<file path="src/verilog/packet_q_cfg_pkg.sv">
package packet_q_cfg_pkg;

    //====================================================================
    // Stream word
    //====================================================================
    localparam int DATA_BYTE_WID = 8;
    localparam int DATA_WID      = DATA_BYTE_WID * 8;
    localparam int MTY_WID       = $clog2(DATA_BYTE_WID);
    localparam int META_WID      = 32;

    //====================================================================
    // Buffers and memory
    //====================================================================
    // One packet per buffer
    localparam int BUFFER_WORDS  = 32;
    localparam int BUFFER_BYTES  = BUFFER_WORDS * DATA_BYTE_WID;
    localparam int NUM_BUFFERS   = 16;
    localparam int PTR_WID       = $clog2(NUM_BUFFERS);
    localparam int WORD_IDX_WID  = $clog2(BUFFER_WORDS);

    localparam int MEM_DEPTH     = NUM_BUFFERS * BUFFER_WORDS;
    localparam int ADDR_WID      = $clog2(MEM_DEPTH);

    // Byte length must reach BUFFER_BYTES itself
    localparam int LEN_WID       = $clog2(BUFFER_BYTES + 1);

    localparam int DROP_CNT_WID  = 16;

endpackage

</file>
<file path="src/verilog/packet_q_types_pkg.sv">
package packet_q_types_pkg;
    import packet_q_cfg_pkg::*;

    // Buffer index into the shared memory
    typedef logic [PTR_WID-1:0]  ptr_t;

    // Packet length in bytes
    typedef logic [LEN_WID-1:0]  len_t;

    typedef logic [META_WID-1:0] meta_t;

    // One entry per stored packet
    typedef struct packed {
        ptr_t  ptr;
        len_t  len;
        meta_t meta;
    } desc_t;

endpackage

</file>
<file path="src/verilog/packet_stream_intf.sv">
interface packet_stream_intf import packet_q_cfg_pkg::*, packet_q_types_pkg::*; ();

    logic                valid;
    logic                sop;
    logic                eop;
    // Unused high bytes of the eop word
    logic [MTY_WID-1:0]  mty;
    logic [DATA_WID-1:0] data;
    // Only meaningful on the sop word
    meta_t               meta;

    modport source (
        output valid,
        output sop,
        output eop,
        output mty,
        output data,
        output meta
    );

    modport sink (
        input valid,
        input sop,
        input eop,
        input mty,
        input data,
        input meta
    );

endinterface

</file>
<file path="src/verilog/packet_q_reader.sv">
module packet_q_reader
    import packet_q_cfg_pkg::*;
    import packet_q_types_pkg::*;
(
    input  logic                clk,
    input  logic                reset,
    input  logic                drain_enable,
    input  logic                desc_empty,
    input  desc_t               desc_rd_data,
    input  logic [DATA_WID-1:0] mem_rd_data,
    output logic                desc_rd_en,
    output logic                mem_rd_en,
    output logic [ADDR_WID-1:0] mem_rd_addr,
    output logic                free,
    output ptr_t                free_ptr,
    packet_stream_intf.source   out
);
    typedef enum logic {
        IDLE,
        READ
    } state_t;

    state_t                  state;
    desc_t                   cur_desc;
    logic [WORD_IDX_WID-1:0] rd_idx;
    logic [WORD_IDX_WID-1:0] last_idx;
    logic [MTY_WID-1:0]      last_mty;
    logic                    last_read;

    // drain_enable only gates the start of a packet
    assign desc_rd_en = (state == IDLE) && drain_enable && !desc_empty;

    // Word count is the byte length rounded up
    assign last_idx  = WORD_IDX_WID'((cur_desc.len - 1'b1) / DATA_BYTE_WID);
    assign last_mty  = MTY_WID'(DATA_BYTE_WID - (cur_desc.len % DATA_BYTE_WID));
    assign last_read = (state == READ) && (rd_idx == last_idx);

    assign mem_rd_en   = (state == READ);
    assign mem_rd_addr = {cur_desc.ptr, rd_idx};

    //====================================================================
    // Read FSM
    //====================================================================
    always_ff @(posedge clk) begin
        if (reset) begin
            state     <= IDLE;
            rd_idx    <= '0;
            out.valid <= 1'b0;
            free      <= 1'b0;
        end else begin
            case (state)
                IDLE: begin
                    rd_idx <= '0;
                    if (desc_rd_en) begin
                        state <= READ;
                    end
                end
                READ: begin
                    rd_idx <= rd_idx + 1'b1;
                    if (last_read) begin
                        state <= IDLE;
                    end
                end
            endcase
            out.valid <= mem_rd_en;
            free      <= last_read;
        end
    end

    // Sideband delayed one cycle to line up with RAM data
    always_ff @(posedge clk) begin
        if (desc_rd_en) begin
            cur_desc <= desc_rd_data;
        end
        out.sop  <= (rd_idx == '0);
        out.eop  <= last_read;
        out.mty  <= last_read ? last_mty : '0;
        out.meta <= cur_desc.meta;
        free_ptr <= cur_desc.ptr;
    end

    assign out.data = mem_rd_data;

endmodule

</file>
<file path="src/flat_wrapper.sv">
// flat-port wrapper written by rule: the top's interface ports become plain ports
module packet_q_reader_flat import packet_q_cfg_pkg::*; import packet_q_types_pkg::*;
  (clk, reset, drain_enable, desc_empty, desc_rd_data, mem_rd_data, desc_rd_en, mem_rd_en, mem_rd_addr, free, free_ptr, out_valid, out_sop, out_eop, out_mty, out_data, out_meta);
  packet_stream_intf out_i ();
  input  logic clk;
  input  logic reset;
  input  logic drain_enable;
  input  logic desc_empty;
  input  desc_t desc_rd_data;
  input  logic [DATA_WID-1:0] mem_rd_data;
  output logic desc_rd_en;
  output logic mem_rd_en;
  output logic [ADDR_WID-1:0] mem_rd_addr;
  output logic free;
  output ptr_t free_ptr;
  output wire logic [$bits(out_i.valid)-1:0] out_valid;
  output wire logic [$bits(out_i.sop)-1:0] out_sop;
  output wire logic [$bits(out_i.eop)-1:0] out_eop;
  output wire logic [$bits(out_i.mty)-1:0] out_mty;
  output wire logic [$bits(out_i.data)-1:0] out_data;
  output wire logic [$bits(out_i.meta)-1:0] out_meta;
  assign out_valid = out_i.valid;
  assign out_sop = out_i.sop;
  assign out_eop = out_i.eop;
  assign out_mty = out_i.mty;
  assign out_data = out_i.data;
  assign out_meta = out_i.meta;
  packet_q_reader u_core (.clk(clk), .reset(reset), .drain_enable(drain_enable), .desc_empty(desc_empty), .desc_rd_data(desc_rd_data), .mem_rd_data(mem_rd_data), .desc_rd_en(desc_rd_en), .mem_rd_en(mem_rd_en), .mem_rd_addr(mem_rd_addr), .free(free), .free_ptr(free_ptr), .out(out_i));
endmodule
</file>
<file path="config.mk">
export PLATFORM = sky130hd
export DESIGN_NAME = packet_q_reader_flat
export DESIGN_NICKNAME = d
export VERILOG_FILES = /design/src/verilog/packet_q_cfg_pkg.sv /design/src/verilog/packet_q_types_pkg.sv /design/src/verilog/packet_stream_intf.sv /design/src/verilog/packet_q_reader.sv /design/src/flat_wrapper.sv
export SDC_FILE = /design/constraint.sdc
export NUM_CORES = 1
export LEC_CHECK = 0
export BUFFER_PORTS_ARGS = -buffer_cell sky130_fd_sc_hd__buf_2
export CAP_MARGIN = 20
export CORE_MARGIN = 2
export CORE_UTILIZATION = 35
export DETAILED_ROUTE_END_ITERATION = 16
export HOLD_SLACK_MARGIN = 0.15
export PLACE_DENSITY = 0.68
export SYNTH_ARGS = -nofsm -noshare
export SYNTH_HDL_FRONTEND = slang
export SYNTH_SLANG_ARGS = --single-unit
</file>
<file path="constraint.sdc">
create_clock -name clk -period 10.57 [get_ports clk]
set_clock_uncertainty 0.15 [all_clocks]
set_input_delay 1.057 -clock clk [delete_from_list [all_inputs] [get_ports clk]]
set_output_delay 1.057 -clock clk [all_outputs]
set_load 0.01 [all_outputs]
</file>
==> results.py <==
metrics = {
    "detailed_routing": {
        "drc": 0,
        "wl_per_cell_um": 14.2,
        "ant_nets": 0,
        "drtIter0Drc": 41,
        "num_vias": 1595,
        "routed_wl_mm": 5.28,
        "via_per_inst": 4.28,
        "dr.pass1.iters": 2,
    },
    "timing": {
        "min_period_ns": 3.29,
        "relSlewSlack_pct": 62.5,
        "slew_violations": 0,
        "fmax_ghz": 0.304,
        "rsz0062_at_grt": "false",
        "worst_slew_pin_slew_ns": 0.563,
        "whs_ns": 0.192,
        "finalCritPeriodShare_pct": 31.1,
        "hold_viol": 0,
        "setup_ws_ns": 7.28,
        "setup_viol": 0,
        "setup-tns-final_ns": 0,
    },
    "global_routing": {
        "grt_pass1_vias": 1650,
        "grt_pass1_wl_mm": 8.08,
        "grt_max_degree": 46,
        "grt-ovfl-total": 0,
        "track_usage_pct": 11.0,
        "antenna_found_initial": 0,
    },
    "floorplan": {
        "placement_rows": 34,
        "io_pins": 231,
        "die_area_sq_mm": 0.00990,
        "die_h_um": 99.5,
        "fp.dieW_um": 99.5,
        "start_util_pct": 36.4,
        "core_sq_mm": 0.00876,
    },
    "placed_design": {
        "gp_congestion": 0.682,
        "pre_cts_slack_ns": 7.25,
        "port_buffers": 101,
        "place_hpwl_mm": 3.95,
        "dp.cells": 357,
    },
    "layout": {
        "nets": 376,
        "fin_util_pct": 40.7,
        "final_cells": 373,
        "area_delta_synth_final_pct": 11.7,
        "antenna_cells": 0,
        "drive_gt1_share_pct": 45.7,
    },
    "synthesis": {
        "yosysSeqAreaShare_pct": 72.1,
        "syn_nets": 332,
        "synth_edf_count": 44,
        "synth-compound-area-share_pct": 1.45,
        "synth-adder-area-share_pct": 1.18,
        "synth_top_family_by_area": "buffers and inverters",
        "netlist_instances": 216,
        "synth_xor_area_share_pct": 3.02,
        "synthesis.area_sq_mm": 0.00319,
        "ys_ff_latch": 93,
        "async_reset_ff_share_pct": 0,
        "synthTopCellsByCount": "buf_4 (68), dfxtp_1 (49), edfxtp_1 (44)",
        "synth_area_leader_cell": "edfxtp_1",
        "synth_most_common_cell": "buf_4",
        "synthMuxAreaShare_pct": 0,
        "synth_ff_type": "dfxtp_1",
        "synth_area_leaders": "edfxtp_1 (41%), dfxtp_1 (31%), buf_4 (16%)",
        "ys_warn_count": 0,
        "synthSimpleGateAreaFrac_pct": 5.37,
        "synthDistinctLibCells": 26,
        "yosysTopAreaCellShare_pct": 41.4,
        "syn_avg_cell_area_sq_um": 14.8,
    },
    "worst_setup_path": {
        "critical_path_required_ns": 9.36,
        "arrival_ns": 2.09,
        "crit_fanout": 45,
        "r2r_cells": 7,
        "path_class": "in -> out",
        "crit_chain": "buf_2 -> nor3b_2 -> buf_4 -> buf_2",
        "crit_path_frequent_cell": "buf_2",
        "max_stage_delay_ns": 0.48,
        "endpoint_kind": "primary output",
        "start_kind": "input port",
        "critPathSlowestCell": "buf_4",
    },
    "power_and_ir_drop": {
        "p_per_area_mw_per_mm2": 195,
        "p_clk_share_pct": 38.7,
        "irDropWorstVdd_v": 0.000113,
        "p_comb_share_pct": 4.1,
        "power_frac_seq_pct": 57.1,
        "switching_share_pct": 21.5,
        "power.switching_uw": 149,
        "p_int_uw": 545,
        "p_leak_nw": 1.51,
    },
    "clock_tree": {
        "cts_tree": "done",
        "htree_levels": 3,
        "clk_latency_ns": 0.35,
        "cts-hold-fix-buffers": 0,
        "clkTransAtPathRegs_ns": 0.09,
        "clock_sinks": 93,
        "numCtsBuffers": 9,
        "ctsResizeCount": 0,
        "cts_root_buffer": "clkbuf_8",
        "clk_path_buf_depth": 2,
        "postCtsSetupBuffers": 0,
    },
    "run_status": {
        "status": "finished, final reports clean",
    },
    "hold_path": {
        "worstHoldPathType": "reg -> reg",
        "whs_path_depth": 0,
    },
    "run": {
        "max_cap_viol_count": 0,
    },
}
## state kept, by name, indices dropped and copies added (netlist names)
| name | cells |
|---|---|
| u_core.out.eop | 1 |
| u_core.mem_rd_en | 1 |
| u_core.free | 1 |
| u_core.mem_rd_addr | 4 |
| u_core.out.valid | 1 |
| u_core.out.mty | 3 |
| u_core.rd_idx | 5 |
| u_core.cur_desc | 40 |
| u_core.free_ptr | 4 |
| u_core.out.sop | 1 |
| u_core.out.meta | 32 |
## metrics by stage
| step | instance area [sq um] | power, mW |
|---|---|---|
| after floorplan | 3190 | 0.442 |
| after global placement | 3330 | 0.433 |
| after detailed placement | 3330 | 0.434 |
| after CTS | 3560 | 0.707 |
| after global routing | 3560 | 0.723 |
| final | 3560 | 0.694 |
## worst paths after layout
| check | startpoint | to | slack, ns |
|---|---|---|---|
| hold / removal | u_core.cur_desc[14] | u_core.out.meta[14] | 0.19 |
| setup / recovery | desc_empty | desc_rd_en | 7.28 |
| setup reg to reg | u_core.cur_desc[32] | u_core.out.mty[2] | 8.53 |
| hold reg to reg | u_core.cur_desc[14] | u_core.out.meta[14] | 0.19 |
## power groups by stage
stage | Sequential, mW | Combinational (mW) | Clock, mW
after floorplan | 0.408 | 0.0332 | 0
after global placement | 0.405 | 0.0286 | 0
after detailed placement | 0.405 | 0.0292 | 0
after CTS | 0.397 | 0.0293 | 0.280
after global routing | 0.398 | 0.0321 | 0.292
final | 0.397 | 0.0285 | 0.269
## cell families (layout without fill, tap and decap cells)
family                   count (synthesis)  after routing
AND/OR/NAND/NOR                         27             27
flip-flops                              93             93
buffers and inverters                   75            124
XOR/XNOR                                11             11
AO/OA/AOI/OAI                            7              7
adder cells (fa/ha/maj)                  3              3
## cell usage in the layout (no fill, tap or decap), drive strengths merged
master / n
dfxtp: 49
ha: 3
bufinv: 2
nand4: 1
nor4b: 1
nor3b: 2
nand3: 2
and2: 4
nor2b: 1
o2111ai: 1
nor4: 1
xor2: 5
clkinv: 1
a41oi: 1
and4b: 1
a21oi: 3
nand2b: 3
and3: 1
buf: 102
nor2: 5
clkbuf: 9
o21ai: 2
nor3: 5
xnor2: 6
edfxtp: 44
inv: 10
## routing by layer
metal	share of wire [%]	track usage (%)
met1	36	11.4
met4	3.5	8.11
met2	45	16.2
met5	0	0
met3	15	6.75
## critical path, delay by kind of cell
| kind | cells | cell delay (ns) |
|---|---|---|
| buffers and inverters | 3 | 0.83 |
| and+or+nand+nor | 1 | 0.16 |
## area by class of cell
type	count	area, sq um
Fill cell	857	5200
Clock buffer	9	124
Timing Repair Buffer	102	513
Sequential cell	93	2300
Inverter	6	22.5
Tap cell	108	135
Multi-Input combinational cell	48	357
Clock inverter	7	111
Power figures use the tool's default switching activity.
