<file path="config.mk">
export PLATFORM = sky130hd
export DESIGN_NAME = buffer_allocator
export DESIGN_NICKNAME = d
export VERILOG_FILES = /design/src/verilog/packet_q_cfg_pkg.sv /design/src/verilog/packet_q_types_pkg.sv /design/src/verilog/buffer_allocator.sv /design/src/verilog/sync_fifo.sv
export SDC_FILE = /design/constraint.sdc
export NUM_CORES = 1
export LEC_CHECK = 0
export ABC_AREA = 1
export BUFFER_PORTS_ARGS = -buffer_cell sky130_fd_sc_hd__buf_2
export CAP_MARGIN = 20
export CORE_UTILIZATION = 45
export CTS_CLUSTER_DIAMETER = 60
export DETAILED_ROUTE_END_ITERATION = 10
export GPL_TIMING_DRIVEN = 0
export PLACE_DENSITY = 0.57
export SYNTH_ARGS = -nofsm -noshare
export SYNTH_HDL_FRONTEND = slang
export SYNTH_SLANG_ARGS = --single-unit
</file>
<file path="constraint.sdc">
create_clock -name clk -period 3.83 [get_ports clk]
set_input_delay 0.5745 -clock clk [delete_from_list [all_inputs] [get_ports clk]]
set_output_delay 0.5745 -clock clk [all_outputs]
set_load 0.05 [all_outputs]
</file>
<file path="src/verilog/packet_q_cfg_pkg.sv">
package packet_q_cfg_pkg;

    //====================================================================
    // Stream word
    //====================================================================
    localparam int DATA_BYTE_WID = 8;
    localparam int DATA_WID      = DATA_BYTE_WID * 8;
    localparam int MTY_WID       = $clog2(DATA_BYTE_WID);
    localparam int META_WID      = 32;

    //====================================================================
    // Buffers and memory
    //====================================================================
    // One packet per buffer
    localparam int BUFFER_WORDS  = 32;
    localparam int BUFFER_BYTES  = BUFFER_WORDS * DATA_BYTE_WID;
    localparam int NUM_BUFFERS   = 16;
    localparam int PTR_WID       = $clog2(NUM_BUFFERS);
    localparam int WORD_IDX_WID  = $clog2(BUFFER_WORDS);

    localparam int MEM_DEPTH     = NUM_BUFFERS * BUFFER_WORDS;
    localparam int ADDR_WID      = $clog2(MEM_DEPTH);

    // Byte length must reach BUFFER_BYTES itself
    localparam int LEN_WID       = $clog2(BUFFER_BYTES + 1);

    localparam int DROP_CNT_WID  = 16;

endpackage

</file>
<file path="src/verilog/packet_q_types_pkg.sv">
package packet_q_types_pkg;
    import packet_q_cfg_pkg::*;

    // Buffer index into the shared memory
    typedef logic [PTR_WID-1:0]  ptr_t;

    // Packet length in bytes
    typedef logic [LEN_WID-1:0]  len_t;

    typedef logic [META_WID-1:0] meta_t;

    // One entry per stored packet
    typedef struct packed {
        ptr_t  ptr;
        len_t  len;
        meta_t meta;
    } desc_t;

endpackage

</file>
<file path="src/verilog/buffer_allocator.sv">
module buffer_allocator
    import packet_q_cfg_pkg::*;
    import packet_q_types_pkg::*;
(
    input  logic clk,
    input  logic reset,
    input  logic alloc,
    input  logic free_a,
    input  ptr_t free_a_ptr,
    input  logic free_b,
    input  ptr_t free_b_ptr,
    output logic alloc_valid,
    output ptr_t alloc_ptr
);
    logic init_busy;
    ptr_t init_ptr;
    logic hold_valid;
    ptr_t hold_ptr;
    logic push;
    ptr_t push_ptr;
    logic empty;

    // At most one push per cycle into the free list
    assign push = init_busy || hold_valid || free_a || free_b;

    always_comb begin
        if (init_busy) begin
            push_ptr = init_ptr;
        end else if (hold_valid) begin
            push_ptr = hold_ptr;
        end else if (free_a) begin
            push_ptr = free_a_ptr;
        end else begin
            push_ptr = free_b_ptr;
        end
    end

    always_ff @(posedge clk) begin
        if (reset) begin
            init_busy  <= 1'b1;
            init_ptr   <= '0;
            hold_valid <= 1'b0;
        end else begin
            if (init_busy) begin
                init_ptr <= init_ptr + 1'b1;
                if (init_ptr == PTR_WID'(NUM_BUFFERS - 1)) begin
                    init_busy <= 1'b0;
                end
            end
            // Second strobe of a cycle waits one cycle here
            if (hold_valid) begin
                hold_valid <= free_a || free_b;
            end else begin
                hold_valid <= free_a && free_b;
            end
        end
    end

    always_ff @(posedge clk) begin
        hold_ptr <= (hold_valid && free_a) ? free_a_ptr : free_b_ptr;
    end

    sync_fifo #(
        .T     ( ptr_t ),
        .DEPTH ( NUM_BUFFERS )
    ) free_fifo_i (
        .clk,
        .reset,
        .wr_en   ( push ),
        .wr_data ( push_ptr ),
        .rd_en   ( alloc ),
        .rd_data ( alloc_ptr ),
        .empty,
        .full    ( )
    );

    assign alloc_valid = !empty;

    a_alloc_valid: assert property (@(posedge clk) disable iff (reset) alloc |-> alloc_valid);

endmodule

</file>
<file path="src/verilog/sync_fifo.sv">
module sync_fifo #(
    parameter type T     = logic,
    parameter int  DEPTH = 16
) (
    input  logic clk,
    input  logic reset,
    input  logic wr_en,
    input  T     wr_data,
    input  logic rd_en,
    output T     rd_data,
    output logic empty,
    output logic full
);
    localparam int IDX_WID = (DEPTH > 1) ? $clog2(DEPTH) : 1;
    localparam int CNT_WID = $clog2(DEPTH + 1);

    T                   slots [DEPTH];
    logic [IDX_WID-1:0] wr_idx;
    logic [IDX_WID-1:0] rd_idx;
    logic [CNT_WID-1:0] count;

    function automatic logic [IDX_WID-1:0] next_idx(input logic [IDX_WID-1:0] idx);
        return (idx == IDX_WID'(DEPTH - 1)) ? '0 : idx + 1'b1;
    endfunction

    always_ff @(posedge clk) begin
        if (wr_en) begin
            slots[wr_idx] <= wr_data;
        end
    end

    always_ff @(posedge clk) begin
        if (reset) begin
            wr_idx <= '0;
            rd_idx <= '0;
            count  <= '0;
        end else begin
            if (wr_en) begin
                wr_idx <= next_idx(wr_idx);
            end
            if (rd_en) begin
                rd_idx <= next_idx(rd_idx);
            end
            case ({wr_en, rd_en})
                2'b10:   count <= count + 1'b1;
                2'b01:   count <= count - 1'b1;
                default: count <= count;
            endcase
        end
    end

    // Show-ahead, head entry always on the output
    assign rd_data = slots[rd_idx];
    assign empty   = (count == '0);
    assign full    = (count == CNT_WID'(DEPTH));

    a_no_write_full: assert property (@(posedge clk) disable iff (reset) wr_en |-> !full);
    a_no_read_empty: assert property (@(posedge clk) disable iff (reset) rd_en |-> !empty);

endmodule
</file>
==> impl_metrics.json, run 1 <==
{
  "setup_tns_ps": 0,
  "synth_edf_count": 64,
  "clock-skew-final_ps": 5.93,
  "cts_resized": 0,
  "pin_count": 18,
  "cts_tree": "built",
  "path_max_fanout": 9,
  "syn_avg_cell_area_sq_um": 10.2,
  "viasPerCell": 5.31,
  "final_common_cell": "edfxtp_1",
  "synth_top_family_by_area": "simple AND/OR/NAND/NOR gates",
  "dp_hpwl_um": 5930,
  "clockBufferDepth": 2,
  "cts_root_buf": "clkbuf_8",
  "cp.arrival_ps": 1830,
  "cts_buffers": 9,
  "rr_startpoint": "hold_valid",
  "dp_cells": 524,
  "r2r_cells": 14,
  "via_count": 2865,
  "rsz0062_at_grt": "false",
  "core_area_sq_mm": 0.00872,
  "gp_congestion": 0.817,
  "final_cell_area_sq_mm": 0.00451,
  "cts_hold_buf": 0,
  "slowest_stage": "dfxtp_1",
  "n_antenna_cell": 0,
  "antenna_found_initial": 0,
  "cpPeakStageDelay_ps": 330,
  "syn-num-nets": 422,
  "wirelength_um": 8340,
  "start_util_pct": 46.7,
  "worstMarginPinSlew_ps": 965,
  "synth_xor_area_share_pct": 0.646,
  "reg2reg_to": "free_fifo_i.count[2]",
  "fmax_ghz": 0.416,
  "synth-main-ff-cell": "edfxtp_1",
  "grt_start_max_net_pins": 17,
  "htree_levels": 3,
  "timing.slew.headroom_pct": 35.6,
  "placedInstanceArea_sq_mm": 0.00432,
  "n_fill_cell": 777,
  "detail-route-antenna-nets": 0,
  "cts_setup_buffers": 0,
  "path_clk_slew_ps": 90,
  "synth-adder-area-share_pct": 3.07,
  "grt_overflow": 0,
  "synth_area_sq_mm": 0.00407,
  "vdd_drop_max_mv": 0.187,
  "die-area_sq_mm": 0.00943,
  "grt_pass1_wl_um": 13700,
  "layout_common_cells": "edfxtp_1, inv_1, nand2_1",
  "async_reset_ff_share_pct": 0,
  "muxShareOfSynthArea_pct": 0.830,
  "stdcell_count": 540,
  "cp-start-kind": "flop",
  "drcViolationCount": 0,
  "fin_nets": 450,
  "ys_ff_latch": 91,
  "clk_latency_ps": 360,
  "path_cells": "clkbuf_1, inv_1, nand3_1, nand3_1, nand2_1, buf_2",
  "status": "complete, no violations",
  "cpMostUsedCell": "nand3_1",
  "crit_required_ps": 3260,
  "cellLeakagePower_uw": 0.00180,
  "rows": 34,
  "hold_viol": 0,
  "setup_viol": 0,
  "power_density_mw_per_mm2": 439,
  "max_cap_viol_count": 0,
  "synthCells": 399,
  "min_path_type": "input pin to flop",
  "grt_pass1_vias": 2724,
  "grt_usage_pct": 19.0,
  "dr.pass1.iters": 5,
  "fp.dieH_um": 97.1,
  "fin_crit_sh_pct": 62.7,
  "wl_per_cell_um": 15.4,
  "rrSetupSlack_ps": 1720,
  "portBuffers": 16,
  "ys_warn_count": 0,
  "area_delta_synth_final_pct": 10.8,
  "ys_types": 34,
  "drive_gt1_share_pct": 14.6,
  "crit_path_end": "alloc_ptr[0]",
  "worst_setup_path_end_kind": "output pin",
  "detail_route.iter0.violations": 208,
  "synth_simple_gate_area_share_pct": 14.3,
  "period_needed_ps": 2400,
  "synth_compound_area_share_pct": 12.1,
  "crit_type": "flop to output pin",
  "seq_area_frac_synth_pct": 60.5,
  "hold_depth": 3,
  "dieWidth_um": 97.1,
  "clock-sinks": 91,
  "drv_slew": 0
}
## sequential cells by signal (all words and copies together), names as in the netlist, named ones only
signal / flops
free_fifo_i.rd_idx: 4
free_fifo_i.count: 5
hold_valid: 1
init_busy: 1
init_ptr: 4
free_fifo_i.slots: 64
free_fifo_i.wr_idx: 4
hold_ptr: 4
## cell families (layout without fill, tap and decap cells)
family	Yosys count	count (layout)
fa+ha+maj	10	10
compound gates	85	85
mux	3	3
simple gates	128	128
buf+inv	79	112
xor+xnor	3	3
flops	91	91
## Yosys cell counts, drive strengths merged, types with 3 or more instances
master	instances	area share, %
a21oi	32	4.0
buf	13	2.4
dfxtp	27	13
edfxtp	64	47
ha	10	3.1
inv	64	5.9
mux2	3	0.83
nand2	50	4.8
nand3	37	4.9
nor2	32	3.2
nor3	7	0.98
o211ai	16	3.0
o21ai	31	3.9
o221ai	3	0.65
## worst max-delay path, delay by kind of cell, from the launching register on
family	cells	cell delay (ps)
simple gates	3	330
flops	1	330
buf+inv	3	790
## power by group
| group | internal, uW | leakage (uW) | switching [uW] |
|---|---|---|---|
| logic | 72.5 | 0.000915 | 162 |
| clock network | 301 | 0.0000885 | 337 |
| registers | 1090 | 0.000797 | 16.5 |
## worst min-delay path by stage
stage / endpoint / startpoint / slack, ps
floorplan: init_ptr[3] / init_ptr[3] / 420
global placement: init_ptr[3] / init_ptr[3] / 440
detailed placement: init_ptr[3] / init_ptr[3] / 450
CTS: hold_ptr[0] / free_b_ptr[0] / 420
global route: hold_ptr[3] / free_a_ptr[3] / 450
finish: hold_ptr[0] / free_b_ptr[0] / 420
## cell type report
| class | count | area, sq um | area share (%) |
|---|---|---|---|
| multi-input cells | 229 | 1280 | 28.4 |
| inverters | 64 | 240 | 5.33 |
| plain buffers | 15 | 108 | 2.39 |
| repair buffers | 17 | 91.3 | 2.03 |
| flip-flops and latches | 91 | 2460 | 54.6 |
| clock buffers | 10 | 128 | 2.83 |
| clock inverters | 6 | 66.3 | 1.47 |
| well taps | 108 | 135 | 3.00 |
## routing by layer
metal  share of wire, %  track usage, %  vias up  wire length [um]
li1                   -               -     1416                 -
met1                 46            26.2     1366              3830
met2                 48            29.6       71              3960
met3                4.9            3.88       12               407
met4                1.7            6.89        0               140
met5                  0               0        -                 0
## through the flow
| stage | utilization [%] | hold slack, ps | power [uW] | setup WS, ps |
|---|---|---|---|---|
| after global placement | 49.1 | 437 | 1360 | 1220 |
| after detailed placement | 49.5 | 450 | 1360 | 1470 |
| final | 51.7 | 423 | 1980 | 1430 |
| after CTS | 51.7 | 416 | 1990 | 1460 |
| after global routing | 51.7 | 449 | 2060 | 1290 |
| after floorplan | - | 422 | 1290 | 1860 |
Power figures use the tool's default switching activity.
==> run 2, diff against run 1 <==
- ABC_AREA: 1 -> 0
- PLACE_DENSITY: 0.57 -> 0.6
- clock period: 3.83 -> 2.2 ns (I/O delays scaled with it)
==> run 2 against run 1 <==
  * The run now ends with negative setup slack left
  * Synthesized area shrank 4.3%
  * Final cell count shrank 22%
  * Clock skew grew 4.4 ps
  * Cell area grew 1.4%
  * Synthesized cell count shrank 31%
  * Total power grew 75%
  * Global-route usage shrank 1.5 points
  * Die area shrank 4.2%
  * Register-to-register slack lost 1800 ps
  * Largest cell class unchanged
  * Highest routed layer unchanged
==> impl_metrics.json, run 2 <==
{
  "whs_endpoint": "hold_ptr[3]",
  "clockBufferDepth": 2,
  "slowest_stage": "or4_4",
  "vdd_drop_max_mv": 0.426,
  "failed_checks": "negative setup slack",
  "final_common_cell": "edfxtp_1",
  "grt_pass1_vias": 2287,
  "path_max_fanout": 3,
  "synthCells": 275,
  "fin_nets": 336,
  "synth_area_leader_cell": "edfxtp_1",
  "dieWidth_um": 95.0,
  "path_clk_slew_ps": 90,
  "setup_tns_ps": -102,
  "synth_area_sq_mm": 0.00389,
  "n_antenna_cell": 0,
  "synth_xor_area_share_pct": 2.02,
  "max_cap_viol_count": 0,
  "ys_warn_count": 0,
  "fin_ws_ps": -47.6,
  "r2r_cells": 8,
  "grt_start_max_net_pins": 17,
  "core_area_sq_mm": 0.00830,
  "portBuffers": 16,
  "path_cells": "or4_4, clkinv_4, ha_4, xor2_2, ha_2, a31oi_2, o31ai_2, mux2_2",
  "ys_ff_latch": 91,
  "cts_buffers": 9,
  "n_fill_cell": 696,
  "viasPerCell": 5.39,
  "drcViolationCount": 0,
  "rrSetupSlack_ps": -50,
  "start_util_pct": 46.9,
  "period_needed_ps": 2250,
  "layout_common_cells": "edfxtp_1, dfxtp_1, nor2_1, nand2_1, mux4_2",
  "via_count": 2282,
  "synth_area_leaders": "edfxtp_1, dfxtp_1, mux4_2",
  "area_delta_synth_final_pct": 17.3,
  "synth-main-ff-cell": "edfxtp_1",
  "ff_latch_area_sq_mm": 0.00247,
  "final_cell_area_sq_mm": 0.00457,
  "whs_ps": 217,
  "gp_congestion": 0.770,
  "die-area_sq_mm": 0.00903,
  "cp.arrival_ps": 2490,
  "cp-start-kind": "flop",
  "regMostFlops": "free_fifo_i.slots",
  "antenna_found_initial": 0,
  "async_reset_ff_share_pct": 0,
  "status": "finished with violations",
  "cellLeakagePower_uw": 0.00166,
  "power_density_mw_per_mm2": 759,
  "fmax_ghz": 0.445,
  "drv_slew": 0,
  "timing.slew.headroom_pct": 57.4,
  "cts_root_buf": "clkbuf_8",
  "detail_route.iter0.violations": 98,
  "largest_reg_flops": 64,
  "worst_setup_path_end_kind": "flop",
  "worstMarginPinSlew_ps": 635,
  "fin_crit_sh_pct": 102,
  "synth_top_family_by_area": "multiplexers",
  "detail-route-antenna-nets": 0,
  "clock-skew-final_ps": 10.3,
  "placedInstanceArea_sq_mm": 0.00417,
  "top_regs": "free_fifo_i.slots (64), free_fifo_i.count (5)",
  "cts_tree": "built",
  "htree_levels": 3,
  "pin_count": 18,
  "crit_start": "init_busy",
  "preCtsSetupSlack_ps": -454,
  "path_buf_inv": 1,
  "min_path_type": "input pin to flop",
  "wl_per_cell_um": 16.7,
  "multiInputGateArea_sq_mm": 0.00142,
  "clk_latency_ps": 350,
  "cp_top_family": "simple AND/OR/NAND/NOR gates",
  "hold_depth": 2,
  "reg2reg_to": "free_fifo_i.count[4]",
  "grt_overflow": 0,
  "syn_avg_cell_area_sq_um": 14.2,
  "muxShareOfSynthArea_pct": 12.8,
  "synth_compound_area_share_pct": 5.88,
  "yosysTopAreaCellShare_pct": 49.3,
  "drive_gt1_share_pct": 29.9,
  "grt_usage_pct": 17.4,
  "crit_type": "flop to flop",
  "clock-sinks": 91,
  "synth-adder-area-share_pct": 3.21,
  "crit_required_ps": 2440,
  "rr_startpoint": "init_busy",
  "hp-start": "free_b_ptr[3]",
  "wirelength_um": 7080,
  "setup_viol": 5,
  "rsz0062_at_grt": "true",
  "yosysMostFrequentCell": "edfxtp_1",
  "dp_hpwl_um": 4970,
  "dr.pass1.iters": 4,
  "seq_area_frac_synth_pct": 63.2,
  "synth_edf_count": 64,
  "syn-num-nets": 298,
  "cts_hold_buf": 0,
  "grt_pass1_wl_um": 11500,
  "rows": 33,
  "fp.dieH_um": 95.0,
  "cpPeakStageDelay_ps": 540,
  "yosys-top-cells-count": "edfxtp_1, dfxtp_1, nand2_1, nor2_1, mux4_2",
  "hold_viol": 0,
  "ys_types": 39,
  "synth_simple_gate_area_share_pct": 10.2
}
==> run 2: cell types whose count changed after synthesis, sizes merged, moves of 6 or more <==
cell,before,now
inv,64,3
nand3,37,2
nand2,50,22
o21ai,31,9
a21oi,32,14
mux4,0,16
o211ai,16,2
and2,0,13
nor2,32,22
a22oi,0,8
mux2i,0,7
xor2,2,8
==> run 2: how the worst max path moves through the flow <==
| stage | end | cells past startpoint |
|---|---|---|
| finish | free_fifo_i.count[4] | 8 |
| floorplan | free_fifo_i.count[4] | 11 |
| global placement | free_fifo_i.count[4] | 11 |
| CTS | alloc_ptr[1] | 6 |
| detailed placement | free_fifo_i.count[4] | 11 |
| global route | free_fifo_i.count[4] | 8 |
==> run 2: per-stage QoR <==
stage	instances	utilization [%]	total power, uW
2_1_floorplan	275	-	2220
3_3_place_gp	396	49.8	2310
3_5_place_dp	400	50.2	2330
4_1_cts	422	54.5	3500
5_1_grt	423	55.1	3600
6_report	423	55.1	3470
==> run 2: cell type report <==
class	instances	share of cell area (%)
Clock buffer	10	2.79
Inverter	4	0.438
Buffer	11	1.89
Clock inverter	6	1.59
Timing Repair Buffer	31	5.45
Multi-Input combinational cell	165	31.0
Sequential cell	91	54.0
Tap cell	105	2.87
==> run 2: routing by layer <==
| metal | up-vias | track usage [%] | wire, um | share of wire, % |
|---|---|---|---|---|
| li1 | 1104 | - | - | - |
| met1 | 1134 | 22.3 | 3240 | 46 |
| met2 | 35 | 29.9 | 3540 | 50 |
| met3 | 9 | 2.71 | 205 | 2.9 |
| met4 | 0 | 6.44 | 90 | 1.3 |
| met5 | - | 0 | 0 | 0 |
==> run 2: repair_timing <==
action / in CTS / in global routing
pin swaps: 13 / 3
gates cloned: 1 / 0
setup buffers: 9 / 1
resized for setup: 27 / 5
endpoints found under the setup margin: 6 / 7
==> run 2: logic make-up (layout without fill, tap and decap cells) <==
logic type               after synthesis  count (layout)
adder cells (fa/ha/maj)               10              10
AO/OA/AOI/OAI                         38              38
flip-flops                            91              91
multiplexers                          29              29
XOR/XNOR                               9               9
AND/OR/NAND/NOR                       79              79
buffers and inverters                 19              62
==> run 2: power by group <==
part           leakage [uW]  internal [uW]  switching, uW
Clock             0.0000975            538            593
Sequential         0.000817           1900           30.6
Combinational      0.000741            179            231
