File: src/verilog/packet_q_cfg_pkg.sv
package packet_q_cfg_pkg;

    //====================================================================
    // Stream word
    //====================================================================
    localparam int DATA_BYTE_WID = 8;
    localparam int DATA_WID      = DATA_BYTE_WID * 8;
    localparam int MTY_WID       = $clog2(DATA_BYTE_WID);
    localparam int META_WID      = 32;

    //====================================================================
    // Buffers and memory
    //====================================================================
    // One packet per buffer
    localparam int BUFFER_WORDS  = 32;
    localparam int BUFFER_BYTES  = BUFFER_WORDS * DATA_BYTE_WID;
    localparam int NUM_BUFFERS   = 16;
    localparam int PTR_WID       = $clog2(NUM_BUFFERS);
    localparam int WORD_IDX_WID  = $clog2(BUFFER_WORDS);

    localparam int MEM_DEPTH     = NUM_BUFFERS * BUFFER_WORDS;
    localparam int ADDR_WID      = $clog2(MEM_DEPTH);

    // Byte length must reach BUFFER_BYTES itself
    localparam int LEN_WID       = $clog2(BUFFER_BYTES + 1);

    localparam int DROP_CNT_WID  = 16;

endpackage

File: src/verilog/packet_q_types_pkg.sv
package packet_q_types_pkg;
    import packet_q_cfg_pkg::*;

    // Buffer index into the shared memory
    typedef logic [PTR_WID-1:0]  ptr_t;

    // Packet length in bytes
    typedef logic [LEN_WID-1:0]  len_t;

    typedef logic [META_WID-1:0] meta_t;

    // One entry per stored packet
    typedef struct packed {
        ptr_t  ptr;
        len_t  len;
        meta_t meta;
    } desc_t;

endpackage

File: src/verilog/packet_stream_intf.sv
interface packet_stream_intf import packet_q_cfg_pkg::*, packet_q_types_pkg::*; ();

    logic                valid;
    logic                sop;
    logic                eop;
    // Unused high bytes of the eop word
    logic [MTY_WID-1:0]  mty;
    logic [DATA_WID-1:0] data;
    // Only meaningful on the sop word
    meta_t               meta;

    modport source (
        output valid,
        output sop,
        output eop,
        output mty,
        output data,
        output meta
    );

    modport sink (
        input valid,
        input sop,
        input eop,
        input mty,
        input data,
        input meta
    );

endinterface

File: src/verilog/packet_q_writer.sv
module packet_q_writer
    import packet_q_cfg_pkg::*;
    import packet_q_types_pkg::*;
(
    input  logic                    clk,
    input  logic                    reset,
    packet_stream_intf.sink         in,
    input  logic                    alloc_valid,
    input  ptr_t                    alloc_ptr,
    output logic                    alloc,
    output logic                    free,
    output ptr_t                    free_ptr,
    output logic                    mem_wr_en,
    output logic [ADDR_WID-1:0]     mem_wr_addr,
    output logic [DATA_WID-1:0]     mem_wr_data,
    output logic                    desc_wr_en,
    output desc_t                   desc_wr_data,
    output logic [DROP_CNT_WID-1:0] drop_count
);
    logic                    in_pkt;
    logic                    keep;
    logic                    oversize;
    logic [WORD_IDX_WID-1:0] word_idx;
    ptr_t                    cur_ptr;
    meta_t                   cur_meta;

    logic                    start_ok;
    logic                    store;
    logic                    drop;
    ptr_t                    wr_ptr;
    logic [WORD_IDX_WID-1:0] wr_idx;

    //====================================================================
    // Word path
    //====================================================================
    assign start_ok = in.valid && in.sop && alloc_valid;
    assign alloc    = start_ok;

    // sop word goes to the fresh buffer, later words to the latched one
    assign wr_ptr = in.sop ? alloc_ptr : cur_ptr;
    assign wr_idx = in.sop ? '0 : word_idx;
    assign store  = start_ok || (in.valid && !in.sop && in_pkt && keep && !oversize);

    assign mem_wr_en   = store;
    assign mem_wr_addr = {wr_ptr, wr_idx};
    assign mem_wr_data = in.data;

    // Descriptor goes out with the eop word
    assign desc_wr_en        = store && in.eop;
    assign desc_wr_data.ptr  = wr_ptr;
    assign desc_wr_data.len  = len_t'(wr_idx) * len_t'(DATA_BYTE_WID)
                               + len_t'(DATA_BYTE_WID) - len_t'(in.mty);
    assign desc_wr_data.meta = in.sop ? in.meta : cur_meta;

    // Oversize packet returns its buffer at eop
    assign free     = in.valid && in.eop && !in.sop && in_pkt && keep && oversize;
    assign free_ptr = cur_ptr;

    assign drop = (in.valid && in.sop && !alloc_valid) || free;

    //====================================================================
    // Packet state
    //====================================================================
    always_ff @(posedge clk) begin
        if (reset) begin
            in_pkt     <= 1'b0;
            keep       <= 1'b0;
            oversize   <= 1'b0;
            word_idx   <= '0;
            drop_count <= '0;
        end else begin
            if (in.valid) begin
                in_pkt <= !in.eop;
            end
            if (in.valid && in.sop) begin
                keep <= alloc_valid;
            end
            if (store) begin
                word_idx <= wr_idx + 1'b1;
            end
            // Buffer full and still no eop
            if (in.valid && in.sop) begin
                oversize <= 1'b0;
            end else if (store && !in.eop && word_idx == WORD_IDX_WID'(BUFFER_WORDS - 1)) begin
                oversize <= 1'b1;
            end
            if (drop) begin
                drop_count <= drop_count + 1'b1;
            end
        end
    end

    always_ff @(posedge clk) begin
        if (start_ok) begin
            cur_ptr  <= alloc_ptr;
            cur_meta <= in.meta;
        end
    end

    a_sop_outside: assert property (@(posedge clk) disable iff (reset)
        in.valid && in.sop |-> !in_pkt);
    a_eop_inside: assert property (@(posedge clk) disable iff (reset)
        in.valid && in.eop && !in.sop |-> in_pkt);

endmodule

File: src/flat_wrapper.sv
// flat-port wrapper written by rule: the top's interface ports become plain ports
module packet_q_writer_flat import packet_q_cfg_pkg::*; import packet_q_types_pkg::*;
  (clk, reset, alloc_valid, alloc_ptr, alloc, free, free_ptr, mem_wr_en, mem_wr_addr, mem_wr_data, desc_wr_en, desc_wr_data, drop_count, in_valid, in_sop, in_eop, in_mty, in_data, in_meta);
  packet_stream_intf in_i ();
  input  logic clk;
  input  logic reset;
  input  logic alloc_valid;
  input  ptr_t alloc_ptr;
  output logic alloc;
  output logic free;
  output ptr_t free_ptr;
  output logic mem_wr_en;
  output logic [ADDR_WID-1:0] mem_wr_addr;
  output logic [DATA_WID-1:0] mem_wr_data;
  output logic desc_wr_en;
  output desc_t desc_wr_data;
  output logic [DROP_CNT_WID-1:0] drop_count;
  input wire logic [$bits(in_i.valid)-1:0] in_valid;
  input wire logic [$bits(in_i.sop)-1:0] in_sop;
  input wire logic [$bits(in_i.eop)-1:0] in_eop;
  input wire logic [$bits(in_i.mty)-1:0] in_mty;
  input wire logic [$bits(in_i.data)-1:0] in_data;
  input wire logic [$bits(in_i.meta)-1:0] in_meta;
  assign in_i.valid = in_valid;
  assign in_i.sop = in_sop;
  assign in_i.eop = in_eop;
  assign in_i.mty = in_mty;
  assign in_i.data = in_data;
  assign in_i.meta = in_meta;
  packet_q_writer u_core (.clk(clk), .reset(reset), .in(in_i), .alloc_valid(alloc_valid), .alloc_ptr(alloc_ptr), .alloc(alloc), .free(free), .free_ptr(free_ptr), .mem_wr_en(mem_wr_en), .mem_wr_addr(mem_wr_addr), .mem_wr_data(mem_wr_data), .desc_wr_en(desc_wr_en), .desc_wr_data(desc_wr_data), .drop_count(drop_count));
endmodule
File: config.mk
export PLATFORM = sky130hd
export DESIGN_NAME = packet_q_writer_flat
export DESIGN_NICKNAME = d
export VERILOG_FILES = /design/src/verilog/packet_q_cfg_pkg.sv /design/src/verilog/packet_q_types_pkg.sv /design/src/verilog/packet_stream_intf.sv /design/src/verilog/packet_q_writer.sv /design/src/flat_wrapper.sv
export SDC_FILE = /design/constraint.sdc
export NUM_CORES = 1
export LEC_CHECK = 0
export BUFFER_PORTS_ARGS = -buffer_cell sky130_fd_sc_hd__buf_2
export CAP_MARGIN = 20
export CELL_PAD_IN_SITES_DETAIL_PLACEMENT = 1
export CELL_PAD_IN_SITES_GLOBAL_PLACEMENT = 1
export CORE_MARGIN = 2
export CORE_UTILIZATION = 31
export DETAILED_ROUTE_END_ITERATION = 16
export PLACE_DENSITY = 0.94
export SKIP_LAST_GASP = 1
export SLEW_MARGIN = 15
export SYNTH_ARGS = -nofsm -noshare
export SYNTH_HDL_FRONTEND = slang
export SYNTH_SLANG_ARGS = --single-unit
File: constraint.sdc
create_clock -name clk -period 4.1 [get_ports clk]
set_input_delay 0.205 -clock clk [delete_from_list [all_inputs] [get_ports clk]]
set_output_delay 0.205 -clock clk [all_outputs]
set_load 0.1 [all_outputs]
==> results of run 1 <==
==> worst max-delay path: stages (launching register included) <==
cell,delay [ps]
dfxtp_1,430
nor2b_2,260
ha_1,320
nand2_1,110
or3_1,320
a21oi_1,160
buf_2,450
==> cell families after synthesis <==
kind of cell / share of synthesized area
muxes: 0.1250
buffers and inverters: 0.1746
adders and majority gates: 0.01471
and+or+nand+nor: 0.1313
AOI/OAI and AO/OA: 0.08530
DFF: 0.4588
xor gates and xnor gates: 0.01029
==> path summary, 6_finish.rpt <==
path	to	slack [ps]	cells after the start
hold reg to reg	u_core.drop_count[15]$_SDFFE_PP0P_	480	2
setup / recovery	desc_wr_data[39]	1510	6
hold / removal	u_core.cur_meta[2]$_DFFE_PP_	60	1
setup reg to reg	u_core.drop_count[11]$_SDFFE_PP0P_	2220	4
==> power breakdown <==
group / internal (µW) / switching, µW / total, µW / leakage, µW
registers: 660 / 8.09 / 668 / 0.000525
logic: 71.9 / 340 / 412 / 0.000899
clock network: 235 / 231 / 465 / 0.0000910
==> per-stage QoR <==
step / power (µW) / hold WS, ps / instances / worst slack (ps) / util
after floorplan: 1320 / 277.1 / 315 / 323.4 / -
after global placement: 1086 / 394.9 / 498 / 1742 / 0.3376
after detailed placement: 1094 / 399.7 / 498 / 1625 / 0.3376
after CTS: 1575 / 24.22 / 514 / 1481 / 0.3531
after global routing: 1612 / 26.73 / 514 / 1315 / 0.3531
final: 1546 / 59.31 / 514 / 1513 / 0.3531
==> placed cells by master, fill, tap and decap left out, drive strengths merged, types with 2 or more instances in the layout <==
master,n
nor3,5
edfxtp,36
and4,2
a211oi,3
nor2,10
dfxtp,24
or4b,2
nand2,14
ha,4
o31ai,8
nand2b,3
o21ai,6
nand3,11
buf,125
o41ai,2
nor2b,6
a311oi,3
mux2,36
clkbuf,12
or3,6
mux2i,2
clkinv,2
inv,7
or4,9
xor2,4
a21oi,18
nand4,4
==> metal layers <==
metal	part of all wire	track usage	up-vias
met5	0	0	-
met4	0.0040	0.03846	0
met3	0.095	0.06037	8
met2	0.50	0.2504	142
met1	0.40	0.1636	1265
li1	-	-	1191
==> final cells by class <==
| type | count | area share |
|---|---|---|
| timing repair buffer | 125 | 0.1661 |
| sequential | 60 | 0.4097 |
| inverter | 5 | 0.004924 |
| clock buffer | 12 | 0.03808 |
| multi-input combinational | 168 | 0.3293 |
| tap | 140 | 0.04596 |
| clock inverter | 4 | 0.005909 |
==> sequential cells by signal, indices dropped and copies added, names as in the netlist <==
register / count
u_core.word_idx: 5
u_core.cur_meta: 32
u_core.in_pkt: 1
u_core.drop_count: 16
u_core.free_ptr: 4
u_core.keep: 1
u_core.oversize: 1
==> impl_metrics.json, run 1 <==
{
  "synth_top_area_cell": "edfxtp_1",
  "ctsHoldBuffers": 0,
  "grt_max_degree": 46,
  "die_area_mm2": 0.01183,
  "synth.most_common_cell": "buf_4",
  "cts_resized": 0,
  "drive_above_1_share": 0.4947,
  "synth_top_area_share": 0.3176,
  "setup_tns_ps": 0,
  "synth_common_cells": "buf_4, edfxtp_1, mux2_2",
  "critPathMaxFanout": 7,
  "drtIter0Drc": 34,
  "yosysWarnings": 0,
  "fmaxAchievable_ghz": 0.3865,
  "syn_area_mm2": 0.003403,
  "vias": 2606,
  "synth-async-reset-ratio": 0,
  "hold_viol_final": 0,
  "synth.net_count": 428,
  "track_usage": 0.1445,
  "cap_violations": 0,
  "cp_data_required_time_ps": 3890,
  "maxSlewViolCount": 0,
  "stdcell_area_mm2": 0.003811,
  "place_congestion": 0.7458,
  "placement_rows": 38,
  "port_buffers": 122,
  "crit_type": "flip-flop to output port",
  "cts_buffers": 9,
  "grt_first_pass_wirelength_mm": 12.95,
  "area_growth_pct": 11.99,
  "endpoint_kind": "output port",
  "grt-ovfl-total": 0,
  "htree_num_levels": 3,
  "arrival_ps": 2380,
  "clock_skew_ps": 9.645,
  "p_per_area_mw_per_mm2": 405.5,
  "initial_core_util": 0.3153,
  "dieWidth_um": 108.8,
  "dpl_cell_area_mm2": 0.003643,
  "nFillCells": 1270,
  "setup_violations": 0,
  "ir_drop_mv": 0.1850,
  "cts.clk_slew.worst_paths_ps": 70,
  "max_slew_margin": 0.3924,
  "min_period_ps": 2587,
  "drc": 0,
  "first_pass_iters": 4,
  "num_antenna_cells": 0,
  "die_height_um": 108.8,
  "crit_path_start": "u_core.word_idx[0]$_SDFFE_PP0N_",
  "min_path_type": "input port to flip-flop",
  "reg2reg_from": "u_core.oversize$_SDFFE_PP0P_",
  "cts_setup_buffers": 0,
  "wl_per_cell_um": 17.30,
  "ys_ff_latch": 60,
  "cts_buffer_depth": 2,
  "design.core.area_mm2": 0.01079,
  "final_nets": 482,
  "min_period_over_period": 0.6310,
  "syn_avg_cell_area_um2": 10.80,
  "tightestPinTransition_ps": 911.4,
  "hpwl_mm": 6.708,
  "multi_input_area_mm2": 0.001255,
  "synth.distinct_cells": 41,
  "viasPerCell": 5.070,
  "power_leakage_uw": 0.001515,
  "status": "completed",
  "pin_count": 251,
  "grt_setup_unrepaired": "false",
  "antenna_found_initial": 0,
  "start_kind": "flip-flop",
  "seq_area_frac_synth": 0.4588,
  "cts_tree": "built",
  "grt_pass1_vias": 2484,
  "cts_sinks": 60,
  "seq_area_mm2": 0.001562,
  "clock_latency_ps": 350,
  "clockRootBuffer": "clkbuf_8",
  "synth-main-ff-cell": "edfxtp_1",
  "routed_wirelength_mm": 8.892,
  "synth-edff-count": 36,
  "holdCritStartpoint": "in_meta[2]",
  "ys_top_cells_by_area": "edfxtp_1, buf_4, dfxtp_1",
  "ant_nets": 0,
  "netlist_instances": 315
}
(Power assumes the default switching activity.)
==> run 2, diff against run 1 <==
Settings changed: CORE_UTILIZATION 31 to 26, PLACE_DENSITY 0.94 to 0.85.
Clock period 4.1 ns to 2.22 ns, I/O delays scaled along.
==> run 2 against run 1 <==
Against the previous run:
- critical path depth did not move
- largest power group is now the clock network
- worst setup slack got worse by 1400 ps
- highest routed layer unchanged
- hold slack improved by 6.1 ps
- core utilization rose by 0.42 points
- count of clock-buffer cells in the layout fell by 3
- clock power rose to 3.4 times the previous value
==> impl_metrics.json, run 2 (synthesis results as in run 1) <==
{
  "die_height_um": 118.4,
  "cts.clk_slew.worst_paths_ps": 50,
  "design.core.area_mm2": 0.01272,
  "cts_tree": "built",
  "ff2ff_path_depth": 4,
  "cap_violations": 0,
  "min_path_type": "input port to flip-flop",
  "clockRootBuffer": "clkbuf_16",
  "dieWidth_um": 118.4,
  "ant_nets": 0,
  "vias": 2732,
  "area_growth_pct": 33.57,
  "setup_tns_ps": 0,
  "clock_latency_ps": 320,
  "r2r_end": "u_core.drop_count[15]$_SDFFE_PP0P_",
  "grt_setup_unrepaired": "false",
  "final_nets": 519,
  "grt-ovfl-total": 0,
  "drtIter0Drc": 85,
  "arrival_ps": 1970,
  "crit_buf_inv": 1,
  "fin_cells": 583,
  "port_buffers": 122,
  "final_common_cell": "buf_2",
  "min_period_ps": 2078,
  "tightestPinTransition_ps": 799.2,
  "cp_data_required_time_ps": 2110,
  "first_pass_iters": 4,
  "critPathMaxFanout": 7,
  "r2r_setup_slack_ps": 540,
  "maxSlewViolCount": 0,
  "whs_path_depth": 2,
  "placement_rows": 41,
  "multi_input_area_mm2": 0.001323,
  "grt_first_pass_wirelength_mm": 15.28,
  "max_slew_margin": 0.4661,
  "pin_count": 251,
  "cts_buffer_depth": 2,
  "htree_num_levels": 3,
  "nFillCells": 1444,
  "grt_max_degree": 38,
  "viasPerCell": 4.686,
  "drc": 0,
  "place_congestion": 0.7820,
  "drive_above_1_share": 0.4915,
  "setup_violations": 0,
  "cp_cell_sequence": "nor2b_2 -> ha_4 -> nand2_1 -> or3_1 -> a21oi_4 -> buf_12",
  "start_kind": "flip-flop",
  "clock_skew_ps": 6.593,
  "largest_register_ffs": 32,
  "track_usage": 0.1367,
  "hpwl_mm": 6.712,
  "slowest_delay_ps": 440,
  "cts_buffers": 9,
  "routed_wirelength_mm": 9.696,
  "endpoint_kind": "output port",
  "holdCritStartpoint": "in_eop",
  "top_register": "u_core.cur_meta",
  "crit_type": "flip-flop to output port",
  "reg2reg_from": "u_core.drop_count[2]$_SDFFE_PP0P_",
  "final_cell_mix": "buf_2, mux2_2, dlygate4sd3_1, edfxtp_1, dfxtp_1",
  "power_leakage_uw": 0.001768,
  "crit_slowest_cell": "dfxtp_1",
  "num_antenna_cells": 0,
  "holdPathEnd": "u_core.in_pkt$_SDFFE_PP0P_",
  "antenna_found_initial": 0,
  "critical_path.top_delay_family": "simple AND/OR/NAND/NOR gates",
  "status": "completed",
  "ir_drop_mv": 0.3596,
  "cts_sinks": 60,
  "grt_pass1_vias": 2796,
  "wl_per_cell_um": 16.63,
  "fmaxAchievable_ghz": 0.4812,
  "reg.largest.list": "u_core.cur_meta x32, u_core.drop_count x16, u_core.word_idx x5",
  "postLayoutCoreUtil": 0.3573,
  "dp_cells": 530,
  "seq_area_mm2": 0.001569,
  "hold_viol_final": 0,
  "die_area_mm2": 0.01402,
  "min_period_over_period": 0.9360,
  "initial_core_util": 0.2675,
  "p_per_area_mw_per_mm2": 802.0
}
==> run 2: cell types whose count changed in the layout (fill, tap and decap cells not counted), moves of 3 or more <==
cell,delta
clkbuf_16,+9
clkbuf_8,-10
dfxtp_1,-6
dlygate4sd3_1,+36
buf_2,-5
dfxtp_2,+6
bufinv_16,+3
buf_12,+5
==> run 2: area by class of cell <==
class,instances,area share
sequential,60,0.3452
timing repair buffer,162,0.2367
multi-input combinational,168,0.2909
clock buffer,9,0.04955
inverter,5,0.004955
clock inverter,7,0.02532
tap,172,0.04734
==> run 2: how the worst max path moves through the flow <==
stage | from | endpoint | slack [ps] | cells past startpoint
4_1_cts | u_core.word_idx[0]$_SDFFE_PP0N_ | desc_wr_data[39] | 10 | 6
6_report | u_core.word_idx[1]$_SDFFE_PP0N_ | desc_wr_data[39] | 140 | 6
2_1_floorplan | u_core.word_idx[0]$_SDFFE_PP0N_ | desc_wr_data[39] | -250 | 5
3_3_place_gp | u_core.word_idx[0]$_SDFFE_PP0N_ | desc_wr_data[39] | 410 | 6
5_1_grt | u_core.word_idx[1]$_SDFFE_PP0N_ | desc_wr_data[39] | 10 | 6
3_5_place_dp | u_core.word_idx[0]$_SDFFE_PP0N_ | desc_wr_data[39] | 330 | 6
==> run 2: where the power goes <==
| group | total, µW | switching (µW) | internal, µW | leakage [µW] |
|---|---|---|---|---|
| Combinational | 827 | 644 | 184 | 0.00108 |
| Clock | 1580 | 491 | 1090 | 0.000163 |
| Sequential | 1240 | 14.6 | 1220 | 0.000528 |
| Total | 3650 | 1150 | 2500 | 0.00177 |
==> run 2: per-layer routing <==
layer	up-vias	global-route usage	wire length (µm)
met4	0	0.05506	218
met1	1289	0.1534	3792
met5	-	0	0
met2	149	0.2413	4896
li1	1270	-	-
met3	24	0.04102	788
==> run 2: what timing repair did <==
action	4_1_cts	5_1_grt
endpoints found under the hold margin	36	0
setup endpoints to repair	1	1
buffers inserted	0	1
resized for setup	1	2
hold buffers	36	0
==> run 2: worst register-to-register path, delay by kind of cell (launching register included) <==
family           cells  cell delay, ps
flip-flops           1             400
AO/OA/AOI/OAI        1             150
AND/OR/NAND/NOR      3            1070
==> run 2: stage by stage <==
stage	hold WS, ps	setup slack (ps)	cell area, µm²	total power (µW)
after floorplan	183.1	-253.4	3480	2445
after global placement	222.7	405.3	3822	2017
after detailed placement	222.7	329.0	3822	2030
after CTS	37.60	13.43	4526	3697
after global routing	56.57	12.56	4546	3776
final	65.45	142.1	4546	3645
